$ cat src/cpu_defines.svh
`ifndef CPU_DEFINES_SVH
`define CPU_DEFINES_SVH

//////////////////////////////
// Core widths
//////////////////////////////

// Data and register width
`define XLEN 64

// Register index width and count
`define REG_ADDR_W 5
`define REG_NUM 32

//////////////////////////////
// Reset state
//////////////////////////////

// First fetch address
`define PC_RESET 64'h0000_0000_0000_1000

`endif

$ cat src/rv_ctrl_pkg.sv
package rv_ctrl_pkg;

    // Next pc source
    typedef enum logic [1:0] {NPC_SEQ, NPC_ALU, NPC_ALU_CLR} npc_sel_e;

    // Register write-back source
    typedef enum logic [1:0] {WB_ALU, WB_MEM, WB_PC_SEQ} wb_sel_e;

    // ALU operand a
    typedef enum logic [1:0] {OP1_RS1, OP1_PC, OP1_ZERO} op1_sel_e;

    // ALU operand b
    typedef enum logic {OP2_RS2, OP2_IMM} op2_sel_e;

    // Load-store unit, one APB transfer per request
    typedef enum logic [1:0] {
        LSU_IDLE,
        LSU_SETUP,
        LSU_ACCESS,
        LSU_DONE
    } lsu_state_e;

endpackage

$ cat src/rv_apb_lsu.sv
`include "cpu_defines.svh"

module rv_apb_lsu (
    input  logic             sys_clk,
    input  logic             rst,
    input  logic             mem_req,
    input  logic             mem_write,
    input  logic [`XLEN-1:0] addr,
    input  logic [`XLEN-1:0] wdata,
    input  logic [`XLEN-1:0] prdata,
    input  logic             pready,
    output logic [`XLEN-1:0] paddr,
    output logic             psel,
    output logic             penable,
    output logic             pwrite,
    output logic [`XLEN-1:0] pwdata,
    output logic             stall,
    output logic [`XLEN-1:0] load_data
);
    rv_ctrl_pkg::lsu_state_e state_q, state_d, phase;
    logic [`XLEN-1:0]        addr_q, wdata_q;
    logic                    write_q;

    // A request seen in idle makes this cycle the APB setup cycle
    assign phase = (state_q == rv_ctrl_pkg::LSU_IDLE && mem_req) ? rv_ctrl_pkg::LSU_SETUP
                                                                  : state_q;

    always_comb begin
        state_d = state_q;
        case (phase)
            rv_ctrl_pkg::LSU_SETUP:  state_d = rv_ctrl_pkg::LSU_ACCESS;
            rv_ctrl_pkg::LSU_ACCESS: if (pready) state_d = rv_ctrl_pkg::LSU_DONE;
            default:                 state_d = rv_ctrl_pkg::LSU_IDLE;
        endcase
    end

    always_ff @(posedge sys_clk) begin
        if (rst)
            state_q <= rv_ctrl_pkg::LSU_IDLE;
        else
            state_q <= state_d;
    end

    // Transfer fields held from setup until the end of access
    always_ff @(posedge sys_clk) begin
        if (phase == rv_ctrl_pkg::LSU_SETUP) begin
            addr_q  <= addr;
            wdata_q <= wdata;
            write_q <= mem_write;
        end
        if (phase == rv_ctrl_pkg::LSU_ACCESS && pready)
            load_data <= prdata;
    end

    //////////////////////////////
    // APB outputs
    //////////////////////////////
    assign psel    = phase == rv_ctrl_pkg::LSU_SETUP || phase == rv_ctrl_pkg::LSU_ACCESS;
    assign penable = phase == rv_ctrl_pkg::LSU_ACCESS;
    assign pwrite  = (phase == rv_ctrl_pkg::LSU_SETUP) ? mem_write : (penable && write_q);
    assign paddr   = (phase == rv_ctrl_pkg::LSU_SETUP) ? addr : addr_q;
    assign pwdata  = (phase == rv_ctrl_pkg::LSU_SETUP) ? wdata : wdata_q;

    // Release in done so the load is written back
    assign stall = mem_req && phase != rv_ctrl_pkg::LSU_DONE;

    // Access only inside a transfer that was already selected a cycle earlier
    apb_enable_in_select: assert property (
        @(posedge sys_clk) disable iff (rst) penable |-> psel && $past(psel));

    apb_addr_stable: assert property (
        @(posedge sys_clk) disable iff (rst)
        psel && !(penable && pready) |=> $stable(paddr) && $stable(pwrite) && $stable(pwdata));

endmodule

$ cat config.mk
export PLATFORM = sky130hd
export DESIGN_NAME = rv_apb_lsu
export DESIGN_NICKNAME = d
export VERILOG_FILES = /design/src/rv_ctrl_pkg.sv /design/src/rv_apb_lsu.sv
export VERILOG_INCLUDE_DIRS = /design/src
export SDC_FILE = /design/constraint.sdc
export NUM_CORES = 1
export LEC_CHECK = 0
export ABC_AREA = 1
export BUFFER_PORTS_ARGS = -buffer_cell sky130_fd_sc_hd__buf_2
export CELL_PAD_IN_SITES_DETAIL_PLACEMENT = 2
export CELL_PAD_IN_SITES_GLOBAL_PLACEMENT = 2
export CORE_ASPECT_RATIO = 2
export CORE_MARGIN = 8
export CORE_UTILIZATION = 25
export CTS_BUF_LIST = sky130_fd_sc_hd__clkbuf_8
export DETAILED_ROUTE_END_ITERATION = 10
export GPL_TIMING_DRIVEN = 0
export HOLD_SLACK_MARGIN = 0.05
export PLACE_DENSITY_LB_ADDON = 0.1
export SLEW_MARGIN = 40
export SYNTH_ARGS = -nofsm -noshare
export SYNTH_HDL_FRONTEND = slang
export SYNTH_SLANG_ARGS = --single-unit
$ cat constraint.sdc
create_clock -name sys_clk -period 4.7 [get_ports sys_clk]
set_clock_uncertainty 0.1 [all_clocks]
set_input_delay 0.235 -clock sys_clk [delete_from_list [all_inputs] [get_ports sys_clk]]
set_output_delay 0.235 -clock sys_clk [all_outputs]
set_load 0.005 [all_outputs]
==> impl_metrics.ini <==
[sta]
fmaxAchievable_ghz = 0.4305
tightest_slew_ps = 444.9
setup_viol = 0
tns_ps = 0
final_hold_viol_count = 0
finalCritPeriodShare = 0.4943
drv_slew = 0
period_needed_ps = 2323
slew_headroom = 0.7034
rsz0062_at_grt = false

[power]
p_int_mw = 2.853
combPwrFrac = 0.228
pwr-share-clk = 0.277
seqPwrFrac = 0.495
power.density_nw_per_um2 = 358.7
p_total_mw = 4.067
leakage_nw = 5.645
p_sw_mw = 1.214
netSwitchingFraction = 0.2986
max-vdd-ir-drop_uv = 186.0

[setup_path]
cp-end-kind = output pin
critPathKind = reg -> out
cp_max_fo = 10
crit_required_ps = 4370
crit_arrival_ps = 1990
start_kind = register

[grt]
grt_pass1_vias = 8263
antenna_found_initial = 2
grt-ovfl-total = 0
grt_pass1_wl_mm = 49.94
grt.total_usage = 0.2121
grt_max_degree = 20

[place]
hpwlAfterDp_mm = 22.52
placed_cell_area_um2 = 8989
place_congestion = 0.7284
numPortBuffers = 392

[layout]
register_area_um2 = 4554
fillers = 2833
multi_input_area_um2 = 1657
final_nets = 1445
fin_util = 0.4439
drive_gt1_frac = 0.3695
area_growth_pct = 74.89
fin_area_um2 = 11340

[clocking]
clk_pin_slew_ps = 100
cts_tree = built
cts_sinks = 195
ctsHtreeMaxLevel = 4
cts_inserted_buffers = 17
clockBufferDepth = 2
root_buffer = clkbuf_8
insertion_delay_ps = 490
post_cts_buffers = 0

[detailed_routing]
vias_per_cell = 4.404
drt_iter0_markers = 241
drc_errors = 0
wl_per_cell_um = 20.82
vias = 7060
wl_mm = 33.37
first_pass_iters = 4
postRouteAntennaNets = 0

[floorplan]
initial_utilization = 0.2538
row_count = 83
die-area_um2 = 31660
dieWidth_um = 129.9
core_um2 = 25550
fp.dieH_um = 243.8
ioPinCount = 393

[synthesis]
synth_area_um2 = 6484
synth.area.top_cells = dfxtp_1, edfxtp_1, nand2_1
ys_warn_count = 0
synth.largest_area_cell = dfxtp_1
syn_inst = 638
syn_avg_cell_area_um2 = 10.16
ys_seq_area_frac = 0.7024
yosysUniqueCellTypes = 13
synthesis.nets = 835
yosys_register_bits = 195
synth_top_area_share = 0.4014

[worst_hold_path]
hold_path_class = in -> reg

[job]
maxCapViolCount = 0

[status]
status = completed
-- cells in the mapped netlist --
cell type and n:
nand2_1 260, nor2_1 1, dfxtp_1 130, buf_4 19, a21oi_1 2, clkbuf_1 3, o21ai_0 1, nand3_1 128
edfxtp_1 65, inv_1 7, nor3_1 1, buf_2 20, o21ai_2 1
-- metal layers --
metal | wire [um] | track usage | up-vias
li1 | - | - | 3314
met1 | 11460 | 0.1991 | 3377
met2 | 18090 | 0.3983 | 306
met3 | 2541 | 0.06368 | 63
met4 | 1285 | 0.1062 | 0
met5 | 0 | 0 | -
-- through the flow --
stage                     hold slack [ps]  setup slack [ps]  cells
after floorplan                     204.1             952.2    638
after global placement              311.5            -284.9   1370
after detailed placement            313.5              2819   1374
after CTS                           199.5              2236   1601
after global routing                230.0              2177   1603
final                               215.6              2377   1603
-- sequential cells by signal, indices dropped and copies added (netlist names) --
name / flops
load_data: 64
addr_q: 64
wdata_q: 64
write_q: 1
state_q: 2
-- final cells by class --
cell class,instances,area share
timing repair buffer,591,0.3549
multi-input combinational,394,0.1461
clock buffer,17,0.02063
tap,340,0.03752
antenna,2,0.0004414
sequential,195,0.4016
inverter,7,0.002317
clock inverter,15,0.01412
buffer,42,0.02240
-- cell usage in the layout (no fill, tap or decap) --
cell type	instances
nand3_1	128
clkinvlp_4	2
nor2_4	1
buf_2	412
bufinv_16	2
o21ai_2	1
clkinvlp_2	1
nand2_1	260
clkbuf_1	3
o21ai_0	1
clkbuf_8	17
clkinv_1	2
nor3_1	1
clkinv_8	1
a21oi_1	2
buf_4	19
buf_16	4
dfxtp_1	130
edfxtp_1	65
inv_1	8
inv_6	3
clkinv_4	3
diode_2	2
dlygate4sd3_1	195
-- power groups by stage --
stage | clock, mW | sequential (mW) | combinational [mW]
2_1_floorplan | 0 | 2.04 | 0.325
3_3_place_gp | 0 | 2.04 | 0.747
3_5_place_dp | 0 | 2.05 | 0.780
4_1_cts | 1.16 | 2.01 | 0.920
5_1_grt | 1.23 | 2.03 | 1.03
6_report | 1.13 | 2.01 | 0.926
-- worst paths after layout --
kind,startpoint,endpoint,slack (ps),cells past startpoint
hold reg to reg,wdata_q[21],wdata_q[21],350,2
setup reg to reg,state_q[0],load_data[52],2870,7
hold / removal,mem_req,state_q[1],220,4
setup / recovery,state_q[0],pwdata[22],2380,6
-- worst max-delay path, stage by stage, from the launching register on --
cell and delay, ps:
dfxtp_1 350, o21ai_2 290, buf_4 260, buf_4 200
nand2_1 70, nand2_1 150, buf_2 160
-- cells by family (layout without fill, tap and decap cells) --
family | after synthesis | in the layout | share of synthesized area
compound gates | 4 | 4 | 0.003666
buf+inv | 49 | 672 | 0.04323
simple gates | 390 | 390 | 0.2507
flops | 195 | 195 | 0.7024
other cells | 0 | 2 | 0
-- repair_timing --
action                    in CTS  in global routing
resized for setup              0                  0
hold buffers                 195                  0
hold endpoints to repair     195                  0
No activity file was read; power rests on OpenSTA's default activity.
