--- config.mk ---
export PLATFORM = sky130hd
export DESIGN_NAME = rv_pc
export DESIGN_NICKNAME = d
export VERILOG_FILES = /design/src/rv_ctrl_pkg.sv /design/src/rv_pc.sv
export VERILOG_INCLUDE_DIRS = /design/src
export SDC_FILE = /design/constraint.sdc
export NUM_CORES = 1
export LEC_CHECK = 0
export BUFFER_PORTS_ARGS = -buffer_cell sky130_fd_sc_hd__buf_4
export CAP_MARGIN = 20
export CORE_MARGIN = 10
export CORE_UTILIZATION = 36
export CTS_CLUSTER_DIAMETER = 50
export DETAILED_ROUTE_END_ITERATION = 8
export PLACE_DENSITY_LB_ADDON = 0.08
export SLEW_MARGIN = 0
export SYNTH_ARGS = -nofsm -noshare
export SYNTH_HDL_FRONTEND = slang
export SYNTH_SLANG_ARGS = --single-unit
--- constraint.sdc ---
create_clock -name sys_clk -period 3 [get_ports sys_clk]
set_clock_uncertainty 0.1 [all_clocks]
set_input_delay 0.3 -clock sys_clk [delete_from_list [all_inputs] [get_ports sys_clk]]
set_output_delay 0.3 -clock sys_clk [all_outputs]
set_load 0.02 [all_outputs]
--- src/cpu_defines.svh ---
`ifndef CPU_DEFINES_SVH
`define CPU_DEFINES_SVH

//////////////////////////////
// Core widths
//////////////////////////////

// Data and register width
`define XLEN 64

// Register index width and count
`define REG_ADDR_W 5
`define REG_NUM 32

//////////////////////////////
// Reset state
//////////////////////////////

// First fetch address
`define PC_RESET 64'h0000_0000_0000_1000

`endif

--- src/rv_ctrl_pkg.sv ---
package rv_ctrl_pkg;

    // Next pc source
    typedef enum logic [1:0] {NPC_SEQ, NPC_ALU, NPC_ALU_CLR} npc_sel_e;

    // Register write-back source
    typedef enum logic [1:0] {WB_ALU, WB_MEM, WB_PC_SEQ} wb_sel_e;

    // ALU operand a
    typedef enum logic [1:0] {OP1_RS1, OP1_PC, OP1_ZERO} op1_sel_e;

    // ALU operand b
    typedef enum logic {OP2_RS2, OP2_IMM} op2_sel_e;

    // Load-store unit, one APB transfer per request
    typedef enum logic [1:0] {
        LSU_IDLE,
        LSU_SETUP,
        LSU_ACCESS,
        LSU_DONE
    } lsu_state_e;

endpackage

--- src/rv_pc.sv ---
`include "cpu_defines.svh"

module rv_pc (
    input  logic                  sys_clk,
    input  logic                  rst,
    input  rv_ctrl_pkg::npc_sel_e npc_sel,
    input  logic [`XLEN-1:0]      alu_out,
    input  logic                  stall,
    input  logic                  is_halt,
    output logic [`XLEN-1:0]      pc,
    output logic [`XLEN-1:0]      pc_seq,
    output logic                  halted
);
    logic [`XLEN-1:0] pc_next;

    assign pc_seq = pc + `XLEN'(4);

    always_comb begin
        case (npc_sel)
            rv_ctrl_pkg::NPC_ALU:     pc_next = alu_out;
            // JALR target drops bit 0
            rv_ctrl_pkg::NPC_ALU_CLR: pc_next = {alu_out[`XLEN-1:1], 1'b0};
            default:                  pc_next = pc_seq;
        endcase
    end

    always_ff @(posedge sys_clk) begin
        if (rst) begin
            pc     <= `PC_RESET;
            halted <= 1'b0;
        end else begin
            if (is_halt)
                halted <= 1'b1;
            // Hold on an open transfer and at EBREAK
            if (!(stall || is_halt || halted))
                pc <= pc_next;
        end
    end

    // Held pc keeps fetching the EBREAK that halted the core
    pc_frozen_when_halted: assert property (
        @(posedge sys_clk) disable iff (rst) halted |=> $stable(pc) && is_halt);

endmodule

==> metrics.log <==
[metrics] run status: finished, final reports clean
[metrics] standard cell area after detailed placement: between 6000 and 7000 µm²
[metrics] sink count of the clock tree: 65
[metrics] total standard cell area after synthesis: ~4700 µm²
[metrics] post-synthesis cell type count: 59
[metrics] layout cell share with drive strength beyond 1: 36.2%
[metrics] maximum achievable frequency: approximately 340 MHz
[metrics] kind of path behind the tightest hold check: in2reg
[metrics] vias in the first global route: between 5000 and 6000
[metrics] required time at the endpoint of the critical path: 2.60 ns
[metrics] first drt pass iteration count: 5
[metrics] Data arrival, critical path: 2.53 ns
[metrics] Setup CP Type: reg2out
[metrics] flip-flop and latch count after synthesis: 65
[metrics] Synth Area in Adders: 0.799%
[metrics] # rows: approximately 40
[metrics] number of top-level pins: 199
[metrics] most common library cell in the layout ignoring fill and taps: buf_4
[metrics] number of synthesis warnings: 0
[metrics] max-capacitance violation count: 0
[metrics] xor/xnor cell area share of the yosys netlist: 11.2%
[metrics] root buffer selected by CTS: clkbuf_16
[metrics] Final Instance Area: 7020 µm²
[metrics] Std-Cell Core Area: 12700 µm²
[metrics] via count: 5893
[metrics] Synth Area in Simple Gates: 31.9%
[metrics] DRC viols: 0
[metrics] Clock H-tree levels: 3
[metrics] TritonCTS clock tree: built
[metrics] ratio of final minimum period to clock period: 97.6%
[metrics] pin count of the biggest net entering global routing: 53
[metrics] total power density per cell area: 339 nW/µm²
[metrics] clock latency at the later pin of the worst-skew pair: 0.33 ns
[metrics] mean instance size in the synthesized netlist: 7.47 µm²
[metrics] Gate Count Post-Synth: between 600 and 700
[metrics] layout overhead on the synthesized area: 49.3%
[metrics] Die Ht: 134 µm
[metrics] Hold Vio Cnt, Final: 0
[metrics] async set-reset flop share out of synthesis: 0%
[metrics] leak pwr: 2.98 nW
[metrics] final setup vio count: 0
[metrics] area fraction in compound gates after synthesis: 21.2%
[metrics] kind of start point of the critical path: register
[metrics] Total Wirelength: 20700 µm
[metrics] sequential element share of the synthesized area: 27.7%
[metrics] initial core utilization: 36.9%
[metrics] maximum vdd drop: 0.268 mV
[metrics] final critical path time including I/O delays and setup: around 2.9 ns
[metrics] share of cell area taken by muxes after synthesis: 1.30%
[metrics] fill cell instance count of the final layout: 1238
[metrics] RSZ-0062 raised after global routing: yes
[metrics] number of enable-type register cells in the synthesized netlist: 0
[metrics] Final HPWL DP: around 16000 µm
[metrics] CTS Buffer Depth: 2
[metrics] dominant combinational cell family by area after synthesis: simple AND/OR/NAND/NOR gates
[metrics] Slew Limit Headroom: 22.8%
[metrics] dominant synthesized flop cell: dfxtp_1
[metrics] Die W: 134 µm
[metrics] full die area: roughly 18000 µm²
[metrics] clock transition time at the flip-flop clock pins of the worst setup and hold paths: 0.06 ns
[metrics] antenna violations before repair: 0
[metrics] number of nets in the finished design: approximately 920
[metrics] pins over their slew limit: 0
[metrics] remaining antenna violation count after routing: 0
[metrics] final RePlAce weighted congestion: between 0.8 and 0.9
[metrics] Crit. End Element: output pin
[metrics] highest-count cells in the layout ignoring fill and taps: buf_4 (254), nand2_1 (60), nor2_1 (55)
[metrics] post-route setup TNS: 0 ns
[metrics] fin util: a little under three fifths
[metrics] wire length of the first global-routing pass: 32100 µm
[metrics] overall track demand over capacity in global routing: 21.9%
[metrics] via count normalized by instance count: 5.77
[metrics] port bufs: slightly below 200
[metrics] pin slew with the least headroom to its limit: 1.15 ns
[metrics] Avg WL per Cell: 20.3 µm
[metrics] diodes inserted: 0
[metrics] Net Count, Synth: 702
[metrics] cts bufs inserted: 9
[metrics] Congestion Overflow GR: 0
[metrics] starting DRC count in detailed routing: roughly 410
[metrics] critical path fanouts, max: 7
[logic make-up after synthesis]
logic type               count (synthesis)
multiplexers                             6
adder cells (fa/ha/maj)                  3
XOR/XNOR                                60
buffers and inverters                   70
AND/OR/NAND/NOR                        282
AO/OA/AOI/OAI                          143
flip-flops                              65
[worst paths after layout]
| check | slack, ns | to | cells after the start | start |
|---|---|---|---|---|
| min | 0.08 | pc[33] | 3 | alu_out[33] |
| max | 0.07 | pc_seq[54] | 7 | pc[28] |
| max reg2reg | 0.47 | pc[52] | 7 | pc[28] |
| min reg2reg | 0.38 | pc[0] | 2 | pc[0] |
[sequential cells by signal, summed over array words and instances (netlist names)]
name / cells
pc: 64
halted: 1
[cell type report]
| cell class | count | area (µm²) | area share, % |
|---|---|---|---|
| multi-input cells | 494 | 3230 | 46.1 |
| repair buffers | 254 | 1910 | 27.2 |
| flip-flops and latches | 65 | 1320 | 18.8 |
| clock buffers | 14 | 264 | 3.76 |
| well taps | 172 | 215 | 3.07 |
| inverters | 22 | 82.6 | 1.18 |
[routing by layer]
layer  global-route usage [%]  share of wire [%]  wire [µm]
met1                     25.7                 40       8360
met5                        0                  0          0
met3                     6.91                9.0       1870
met4                     8.52                2.7        558
met2                     36.4                 48       9910
[synthesized netlist by cell type, types with 3 or more instances]
cell type / number / area share, %
dfxtp_1: 65 / 28
nand2_1: 61 / 4.9
nor2_1: 58 / 4.6
clkbuf_1: 38 / 3.0
a21oi_1: 35 / 3.7
xnor2_1: 35 / 6.5
nand4_1: 30 / 4.0
nand3_1: 29 / 3.1
nor3_1: 29 / 3.1
xor2_1: 25 / 4.7
o21ai_0: 24 / 2.6
inv_1: 22 / 1.8
nor4_1: 17 / 2.3
and3_1: 13 / 1.7
a21o_1: 10 / 1.6
a221o_1: 10 / 2.1
a221oi_1: 10 / 1.9
a22oi_1: 10 / 1.6
a32oi_1: 8 / 1.5
o32ai_1: 8 / 1.5
or3_1: 7 / 0.93
or4_1: 7 / 1.1
nor3b_1: 6 / 0.96
mux2i_1: 5 / 1.1
and4_1: 4 / 0.75
nand2b_1: 4 / 0.53
o21a_1: 4 / 0.64
o311ai_0: 4 / 0.75
a22o_1: 3 / 0.56
buf_2: 3 / 0.32
clkbuf_2: 3 / 0.32
ha_1: 3 / 0.80
nor4_2: 3 / 0.80
o211ai_1: 3 / 0.48
[power breakdown]
part | switching [mW] | total, mW | internal [mW]
clock network | 0.380 | 0.977 | 0.596
registers | 0.0389 | 0.930 | 0.891
logic | 0.269 | 0.469 | 0.200
total | 0.689 | 2.38 | 1.69
[worst max-delay path, stage by stage (launching register included)]
cell	delay [ns]
dfxtp_1	0.50
nand3_1	0.27
nor4_4	0.46
buf_4	0.19
nand4_1	0.21
nor2_1	0.24
xor2_1	0.16
buf_4	0.16
[stage by stage]
step                      setup slack [ns]  total power, mW  hold WS (ns)  std cells
after global placement               0.238             1.41         0.363        996
after floorplan                      0.245             1.17         0.309        629
after global routing              -0.00693             2.47        0.0790       1021
after detailed placement             0.196             1.41         0.366        996
after CTS                          0.00402             2.40        0.0615       1018
final                               0.0722             2.38        0.0752       1021
[what timing repair did]
item,CTS,global route
pin swaps,5,3
setup endpoints to repair,15,22
resized for setup,8,22
buffers inserted,8,3
hold buffers,0,0
No activity file was read; power rests on OpenSTA's default activity.
