<file path="config.mk">
export PLATFORM = sky130hd
export DESIGN_NAME = rv_decoder
export DESIGN_NICKNAME = d
export VERILOG_FILES = /design/src/rv_ctrl_pkg.sv /design/src/rv_isa_pkg.sv /design/src/rv_decoder.sv
export VERILOG_INCLUDE_DIRS = /design/src
export SDC_FILE = /design/constraint.sdc
export NUM_CORES = 1
export LEC_CHECK = 0
export BUFFER_PORTS_ARGS = -buffer_cell sky130_fd_sc_hd__buf_4
export CORE_AREA = 3 3 124 126
export DETAILED_ROUTE_END_ITERATION = 10
export DIE_AREA = 0 0 127 129
export SLEW_MARGIN = 30
export SYNTH_ARGS = -nofsm -noshare
export SYNTH_HDL_FRONTEND = slang
export SYNTH_SLANG_ARGS = --single-unit
</file>
<file path="constraint.sdc">
create_clock -name vclk -period 2.21
set_clock_uncertainty 0.05 [all_clocks]
set_input_delay 0.221 -clock vclk [all_inputs]
set_output_delay 0.221 -clock vclk [all_outputs]
set_load 0.05 [all_outputs]
</file>
<file path="src/cpu_defines.svh">
`ifndef CPU_DEFINES_SVH
`define CPU_DEFINES_SVH

//////////////////////////////
// Core widths
//////////////////////////////

// Data and register width
`define XLEN 64

// Register index width and count
`define REG_ADDR_W 5
`define REG_NUM 32

//////////////////////////////
// Reset state
//////////////////////////////

// First fetch address
`define PC_RESET 64'h0000_0000_0000_1000

`endif

</file>
<file path="src/rv_ctrl_pkg.sv">
package rv_ctrl_pkg;

    // Next pc source
    typedef enum logic [1:0] {NPC_SEQ, NPC_ALU, NPC_ALU_CLR} npc_sel_e;

    // Register write-back source
    typedef enum logic [1:0] {WB_ALU, WB_MEM, WB_PC_SEQ} wb_sel_e;

    // ALU operand a
    typedef enum logic [1:0] {OP1_RS1, OP1_PC, OP1_ZERO} op1_sel_e;

    // ALU operand b
    typedef enum logic {OP2_RS2, OP2_IMM} op2_sel_e;

    // Load-store unit, one APB transfer per request
    typedef enum logic [1:0] {
        LSU_IDLE,
        LSU_SETUP,
        LSU_ACCESS,
        LSU_DONE
    } lsu_state_e;

endpackage

</file>
<file path="src/rv_isa_pkg.sv">
package rv_isa_pkg;

    // Major opcodes, inst[6:0]
    typedef enum logic [6:0] {
        OPC_LUI    = 7'b0110111,
        OPC_AUIPC  = 7'b0010111,
        OPC_JAL    = 7'b1101111,
        OPC_JALR   = 7'b1100111,
        OPC_BRANCH = 7'b1100011,
        OPC_LOAD   = 7'b0000011,
        OPC_STORE  = 7'b0100011,
        OPC_OP_IMM = 7'b0010011,
        OPC_OP     = 7'b0110011,
        OPC_SYSTEM = 7'b1110011
    } opcode_e;

    // ALU operations
    typedef enum logic [3:0] {
        ALU_ADD, ALU_SUB, ALU_SLL, ALU_SLT, ALU_SLTU, ALU_XOR,
        ALU_SRL, ALU_SRA, ALU_OR, ALU_AND, ALU_PASS_B
    } alu_op_e;

    // Branch conditions, funct3 of BRANCH
    typedef enum logic [2:0] {
        BR_EQ  = 3'b000,
        BR_NE  = 3'b001,
        BR_LT  = 3'b100,
        BR_GE  = 3'b101,
        BR_LTU = 3'b110,
        BR_GEU = 3'b111
    } branch_e;

endpackage

</file>
<file path="src/rv_decoder.sv">
`include "cpu_defines.svh"

module rv_decoder (
    input  logic [31:0]             inst,
    input  logic [`XLEN-1:0]        pc,
    input  logic [`XLEN-1:0]        rs1_data,
    input  logic [`XLEN-1:0]        rs2_data,
    output logic [`REG_ADDR_W-1:0]  rs1_addr,
    output logic [`REG_ADDR_W-1:0]  rs2_addr,
    output logic [`REG_ADDR_W-1:0]  rd_addr,
    output logic [`XLEN-1:0]        imm,
    output rv_isa_pkg::alu_op_e     alu_op,
    output rv_ctrl_pkg::op1_sel_e   op1_sel,
    output rv_ctrl_pkg::op2_sel_e   op2_sel,
    output rv_ctrl_pkg::npc_sel_e   npc_sel,
    output rv_ctrl_pkg::wb_sel_e    wb_sel,
    output logic                    reg_wen,
    output logic                    mem_req,
    output logic                    mem_write,
    output logic                    is_halt
);
    logic [2:0]       funct3;
    logic             alt;
    logic [`XLEN-1:0] imm_i, imm_s, imm_b, imm_u, imm_j;
    logic             eq, lt, ltu, taken;

    assign rs1_addr = inst[19:15];
    assign rs2_addr = inst[24:20];
    assign rd_addr  = inst[11:7];
    assign funct3   = inst[14:12];
    // funct7 bit 5, selects SUB and SRA
    assign alt      = inst[30];

    //////////////////////////////
    // Immediates
    //////////////////////////////
    assign imm_i = {{52{inst[31]}}, inst[31:20]};
    assign imm_s = {{52{inst[31]}}, inst[31:25], inst[11:7]};
    assign imm_b = {{51{inst[31]}}, inst[31], inst[7], inst[30:25], inst[11:8], 1'b0};
    assign imm_u = {{32{inst[31]}}, inst[31:12], 12'b0};
    assign imm_j = {{43{inst[31]}}, inst[31], inst[19:12], inst[20], inst[30:21], 1'b0};

    //////////////////////////////
    // Branch resolution
    //////////////////////////////
    assign eq  = rs1_data == rs2_data;
    assign lt  = $signed(rs1_data) < $signed(rs2_data);
    assign ltu = rs1_data < rs2_data;

    always_comb begin
        case (rv_isa_pkg::branch_e'(funct3))
            rv_isa_pkg::BR_EQ:  taken = eq;
            rv_isa_pkg::BR_NE:  taken = !eq;
            rv_isa_pkg::BR_LT:  taken = lt;
            rv_isa_pkg::BR_GE:  taken = !lt;
            rv_isa_pkg::BR_LTU: taken = ltu;
            rv_isa_pkg::BR_GEU: taken = !ltu;
            default:            taken = 1'b0;
        endcase
    end

    // OP and OP-IMM share funct3; only OP has SUB
    function automatic rv_isa_pkg::alu_op_e alu_func(logic [2:0] f3, logic sub_sra, logic is_op);
        case (f3)
            3'b000:  return (is_op && sub_sra) ? rv_isa_pkg::ALU_SUB : rv_isa_pkg::ALU_ADD;
            3'b001:  return rv_isa_pkg::ALU_SLL;
            3'b010:  return rv_isa_pkg::ALU_SLT;
            3'b011:  return rv_isa_pkg::ALU_SLTU;
            3'b100:  return rv_isa_pkg::ALU_XOR;
            3'b101:  return sub_sra ? rv_isa_pkg::ALU_SRA : rv_isa_pkg::ALU_SRL;
            3'b110:  return rv_isa_pkg::ALU_OR;
            default: return rv_isa_pkg::ALU_AND;
        endcase
    endfunction

    //////////////////////////////
    // Control selects
    //////////////////////////////
    always_comb begin
        // No-op unless an opcode below matches
        imm = imm_i;
        alu_op = rv_isa_pkg::ALU_ADD;
        op1_sel = rv_ctrl_pkg::OP1_RS1;
        op2_sel = rv_ctrl_pkg::OP2_IMM;
        npc_sel = rv_ctrl_pkg::NPC_SEQ;
        wb_sel = rv_ctrl_pkg::WB_ALU;
        reg_wen = 1'b0;
        mem_req = 1'b0;
        mem_write = 1'b0;
        is_halt = 1'b0;
        case (rv_isa_pkg::opcode_e'(inst[6:0]))
            rv_isa_pkg::OPC_LUI: begin
                imm = imm_u;
                op1_sel = rv_ctrl_pkg::OP1_ZERO;
                alu_op = rv_isa_pkg::ALU_PASS_B;
                reg_wen = 1'b1;
            end
            rv_isa_pkg::OPC_AUIPC: begin
                imm = imm_u;
                op1_sel = rv_ctrl_pkg::OP1_PC;
                reg_wen = 1'b1;
            end
            rv_isa_pkg::OPC_JAL: begin
                imm = imm_j;
                op1_sel = rv_ctrl_pkg::OP1_PC;
                npc_sel = rv_ctrl_pkg::NPC_ALU;
                wb_sel = rv_ctrl_pkg::WB_PC_SEQ;
                reg_wen = 1'b1;
            end
            rv_isa_pkg::OPC_JALR: begin
                npc_sel = rv_ctrl_pkg::NPC_ALU_CLR;
                wb_sel = rv_ctrl_pkg::WB_PC_SEQ;
                reg_wen = 1'b1;
            end
            rv_isa_pkg::OPC_BRANCH: begin
                imm = imm_b;
                op1_sel = rv_ctrl_pkg::OP1_PC;
                npc_sel = taken ? rv_ctrl_pkg::NPC_ALU : rv_ctrl_pkg::NPC_SEQ;
            end
            rv_isa_pkg::OPC_LOAD: begin
                // LD only
                mem_req = funct3 == 3'b011;
                wb_sel = rv_ctrl_pkg::WB_MEM;
                reg_wen = funct3 == 3'b011;
            end
            rv_isa_pkg::OPC_STORE: begin
                imm = imm_s;
                mem_req = funct3 == 3'b011;
                mem_write = funct3 == 3'b011;
            end
            rv_isa_pkg::OPC_OP_IMM: begin
                alu_op = alu_func(funct3, alt, 1'b0);
                reg_wen = 1'b1;
            end
            rv_isa_pkg::OPC_OP: begin
                op2_sel = rv_ctrl_pkg::OP2_RS2;
                alu_op = alu_func(funct3, alt, 1'b1);
                reg_wen = 1'b1;
            end
            rv_isa_pkg::OPC_SYSTEM: is_halt = inst == 32'h0010_0073;
            default: ;
        endcase
    end

    // Fetch stays word aligned and a store never writes a register
    decode_sane: assert final ($isunknown({inst, pc})
        || (pc[1:0] == 2'b00 && !(reg_wen && mem_write)));

endmodule

</file>
==> flow_summary.toml, run 1 <==
[critical_path]
crit_start = "rs2_data[63]"
start_kind = "input port"
arrival_ns = 2.28
endpoint = "npc_sel[0]"
criticalPathCategory = "in2out"
cp.required_ns = 1.94
end_kind = "output port"
path_max_fanout = 2

[die]
ios = 318
die_area_sq_mm = 0.0164
core_sq_mm = 0.0144
die_y_um = 129
die_x_um = 127
rows = 44
initial_utilization_pct = 18.5

[layout]
drive_gt1_share_pct = 51.6
synthToLayoutAreaGrowth_pct = 84.5
finish.instance_area_sq_mm = 0.00493
num-fill-cells = 1551
seq_area_sq_um = 0
fin_nets = 908
antenna_cells = 0
nClkBuffers = 0
final_cell_mix = "buf_4 (271), inv_1 (62), ha_1 (53)"
final_util_pct = 34.2
final_cells = 802
final_common_cell = "buf_4"
n_sequential_cell = 0
multi_input_area_sq_mm = 0.00222

[placement]
dpl_worst_slack_ns = -0.548
dpl-instance-area_sq_mm = 0.00475
dpl.hpwl_um = 9660
place_congestion = 0.813
dp_cells = 801
io_buffers = 254

[sta]
fin_crit_sh_pct = 115
setup-violations-final = 1
clock.fmax_mhz = 393
layout_setup_ws_ns = -0.337
rsz0062_at_grt = "yes"
drv_slew = 0
slew_headroom_pct = 47.7
fin_crit_ns = 2.55
hold_viol = 0
tightest_slew_ns = 0.781

[grt]
grt_max_degree = 37
grt_antenna_before_repair = 0
grt_pass1_wl_um = 15200
grt_usage_pct = 11.2
grt_pass1_vias = 3146
grt.overflow.total = 0

[clock_tree]
cts_hold_buf = 0

[power_and_ir_drop]
peakVddDrop_uv = 126
powerDensity_mw_per_mm2 = 230
power_mw = 1.13
power.leakage_nw = 2.79

[detailed_routing]
first_pass_iters = 4
viasPerCell = 4.16
routedWlPerCell_um = 13.2
wirelength_um = 10600
vias = 3339
drt_iter0_drc = 110
post-route-drc-count = 0
ant_nets = 0

[synth]
netlist_area_sq_mm = 0.00267
ys_seq_area_share_pct = 0
syn_area_per_cell_sq_um = 6.80
ys_warn_count = 0
ys_types = 41
synth_nets = 681
syn_inst = 393

[outcome]
outcome = "finished, violations left"
violations = "setup timing"

[hold_path]
hold_path.class = "in2out"

[run]
max-cap-violations = 0
## per-stage QoR
step	setup TNS, ns	hold WS, ns
after detailed placement	-0.548	0.675
after global placement	-0.541	0.672
after floorplan	-0.901	0.462
after CTS	-0.407	0.676
after global routing	-0.495	0.683
final	-0.337	0.674
## final cells by class
cell class	instances	area share [%]
multi-input combinational	263	44.9
timing repair buffer	284	44.4
inverter	71	6.01
tap	184	4.67
## synth_stat cells (3+ instances only)
master,count,area [sq um]
a21o_1,23,173
a21oi_1,29,145
a221o_1,3,30.0
a22o_1,4,35.0
and2_1,3,18.8
and4_1,4,35.0
buf_2,3,15.0
buf_4,48,360
clkbuf_1,7,26.3
ha_1,64,801
inv_1,71,267
nand2_1,33,124
nand3_1,14,70.1
nand4_1,6,37.5
nor2_1,18,67.6
nor2b_1,5,31.3
nor3_1,8,40.0
nor4_1,10,62.6
o21ai_0,9,45.0
xnor2_1,3,26.3
## worst max-delay path, cell delays in order
cell      delay (ns)
buf_6           0.07
inv_2           0.03
ha_4            0.26
nand4_4         0.12
nor4_4          0.23
and4_1          0.25
and3_4          0.22
nand3_4         0.07
o211ai_1        0.24
xnor2_1         0.15
o221ai_4        0.22
buf_8           0.18
## how the worst min path moves through the flow
stage                     startpoint     endpoint  slack [ns]  cells past startpoint
after floorplan              inst[4]    wb_sel[1]        0.46                      1
after global placement      inst[10]   rd_addr[3]        0.67                      2
after detailed placement    inst[16]  rs1_addr[1]        0.67                      2
after CTS                   inst[10]   rd_addr[3]        0.68                      2
after global routing        inst[10]   rd_addr[3]        0.68                      2
final                       inst[10]   rd_addr[3]        0.67                      2
## power breakdown
part | internal [mW] | leakage, nW | total [mW] | switching [mW]
Combinational | 0.501 | 2.79 | 1.13 | 0.632
Sequential | 0 | 0 | 0 | 0
Clock | 0 | 0 | 0 | 0
## layer usage
layer / part of all wire, % / GRT usage (%) / routed length, um
met5: 0 / 0 / 0
met4: 0.51 / 0.505 / 54
met3: 6.4 / 1.41 / 672
met2: 49 / 19.6 / 5190
met1: 44 / 15.5 / 4640
## kinds of logic (layout without fill, tap and decap cells)
group / count (synthesis) / after routing / share of synthesized area, %
fa+ha+maj: 64 / 64 / 30.0
simple gates: 113 / 113 / 23.3
xor+xnor: 4 / 4 / 1.31
compound gates: 80 / 80 / 19.6
mux: 2 / 2 / 0.749
buf+inv: 130 / 355 / 25.1
## what timing repair did
action | 4_1_cts | 5_1_grt
resized for setup | 33 | 3
cloned | 0 | 0
hold endpoints to repair | 0 | 0
buffers inserted | 1 | 0
pin swaps | 20 | 1
setup endpoints to repair | 1 | 1
No activity file was read; power rests on OpenSTA's default activity.
==> inputs of run 2 (changes only) <==
PLACE_DENSITY = 0.64   (was unset)
==> run 2 against run 1 <==
Net effect:
- the flow still finishes with violations (setup timing)
- critical path depth unchanged
- worst hold slack got worse by 0.00059 ns
- cell count rose by 0.50%
- cell area up 0.84%
- wire length increased by 2.2%
- total power rose by 0.11%
- non-clock buffer count rose by 4
- via count grew 0.87%
- worst setup slack worse by 0.027 ns
- global-route usage is 0.60 points higher
- clock-buffer cell count is the same
- critical endpoint unchanged
- highest routed layer unchanged
==> flow_summary.toml, run 2 (synthesis gave the netlist of run 1 again) <==
[layout]
fin_nets = 912
antenna_cells = 0
finish.instance_area_sq_mm = 0.00497
num-fill-cells = 1574
multi_input_area_sq_mm = 0.00222
final_common_cell = "buf_4"
final_cell_mix = "buf_4 (275), inv_1 (61), ha_1 (53)"
n_sequential_cell = 0
nClkBuffers = 0
drive_gt1_share_pct = 52.4
synthToLayoutAreaGrowth_pct = 86.0
final_cells = 806
seq_area_sq_um = 0

[power_and_ir_drop]
p_sw_share_pct = 55.8
p_seq_share_pct = 0
power_mw = 1.13
power.leakage_nw = 2.81
powerDensity_mw_per_mm2 = 228
pwr-share-comb_pct = 100.0
peakVddDrop_uv = 114
p_int_mw = 0.502
clock_power_share_pct = 0
power_switching_mw = 0.633

[placement]
dp_cells = 802
io_buffers = 254
dpl_worst_slack_ns = -0.553
dpl-instance-area_sq_mm = 0.00477
dpl.hpwl_um = 9740
place_congestion = 0.840

[outcome]
outcome = "finished, violations left"
violations = "setup timing"

[critical_path]
cp.required_ns = 1.94
path_buf_inv = 3
slowest_stage = "ha_4"
criticalPathCategory = "in2out"
cp_slowest_stage_delay_ns = 0.26
start_kind = "input port"
end_kind = "output port"
path_cells = "buf_6, inv_4, ha_4, nand4_4, nor4_4, and4_1, and3_4, nand3_4, o211ai_1, xnor2_1, o221ai_4, buf_8"
path_max_fanout = 2
arrival_ns = 2.30
crit_family = "simple AND/OR/NAND/NOR gates"

[sta]
tightest_slew_ns = 0.822
setup-violations-final = 1
drv_slew = 0
hold_viol = 0
fin_crit_sh_pct = 116
clock.fmax_mhz = 388
layout_setup_ws_ns = -0.364
finalSetupTns_ns = -0.364
slew_headroom_pct = 45.0
fin_crit_ns = 2.57
rsz0062_at_grt = "yes"

[detailed_routing]
routedWlPerCell_um = 13.4
ant_nets = 0
viasPerCell = 4.18
drt_iter0_drc = 91
wirelength_um = 10800
first_pass_iters = 4
post-route-drc-count = 0
vias = 3368

[grt]
grt.overflow.total = 0
grt_max_degree = 37
grt_usage_pct = 11.8
grt_pass1_vias = 3337
grt_antenna_before_repair = 0
grt_pass1_wl_um = 16100

[die]
ios = 318
initial_utilization_pct = 18.5
rows = 44
core_sq_mm = 0.0144
die_x_um = 127
die_area_sq_mm = 0.0164
die_y_um = 129

[clock_tree]
cts_hold_buf = 0

[run]
max-cap-violations = 0

[hold_path]
hold_path.class = "in2out"
run 2: metrics by stage:
step | utilization [%] | hold WS, ns
6_report | 34.5 | 0.674
5_1_grt | 34.5 | 0.677
4_1_cts | 34.5 | 0.672
3_5_place_dp | 33.1 | 0.671
3_3_place_gp | 33.1 | 0.669
2_1_floorplan | - | 0.462
run 2: power groups by stage:
stage / registers [mW] / logic, mW / clock network [mW]
final: 0 / 1.13 / 0
after CTS: 0 / 1.15 / 0
after global routing: 0 / 1.24 / 0
after detailed placement: 0 / 1.10 / 0
after floorplan: 0 / 0.663 / 0
after global placement: 0 / 1.09 / 0
run 2: timing repair:
item	in CTS	in global routing
setup buffers	4	0
endpoints found under the setup margin	1	1
pin swaps	23	1
cloned	0	0
resized for setup	37	0
run 2: routing by layer:
layer | routed length, um | GRT usage, % | share of wire [%] | vias to the layer above
met2 | 5300 | 20.8 | 49 | 121
met1 | 4560 | 15.9 | 42 | 1470
met3 | 861 | 1.87 | 8.0 | 6
li1 | - | - | - | 1771
met5 | 0 | 0 | 0 | -
met4 | 76 | 0.757 | 0.70 | 0
run 2: final timing paths:
check                    start           to  slack [ns]  cells after the start
hold / removal        inst[17]  rs1_addr[2]        0.67                      2
setup / recovery  rs2_data[61]   npc_sel[0]       -0.36                     12
run 2: layout make-up:
type | count | area share [%]
Inverter | 71 | 5.91
Timing Repair Buffer | 288 | 44.7
Multi-Input combinational cell | 263 | 44.7
Tap cell | 184 | 4.63
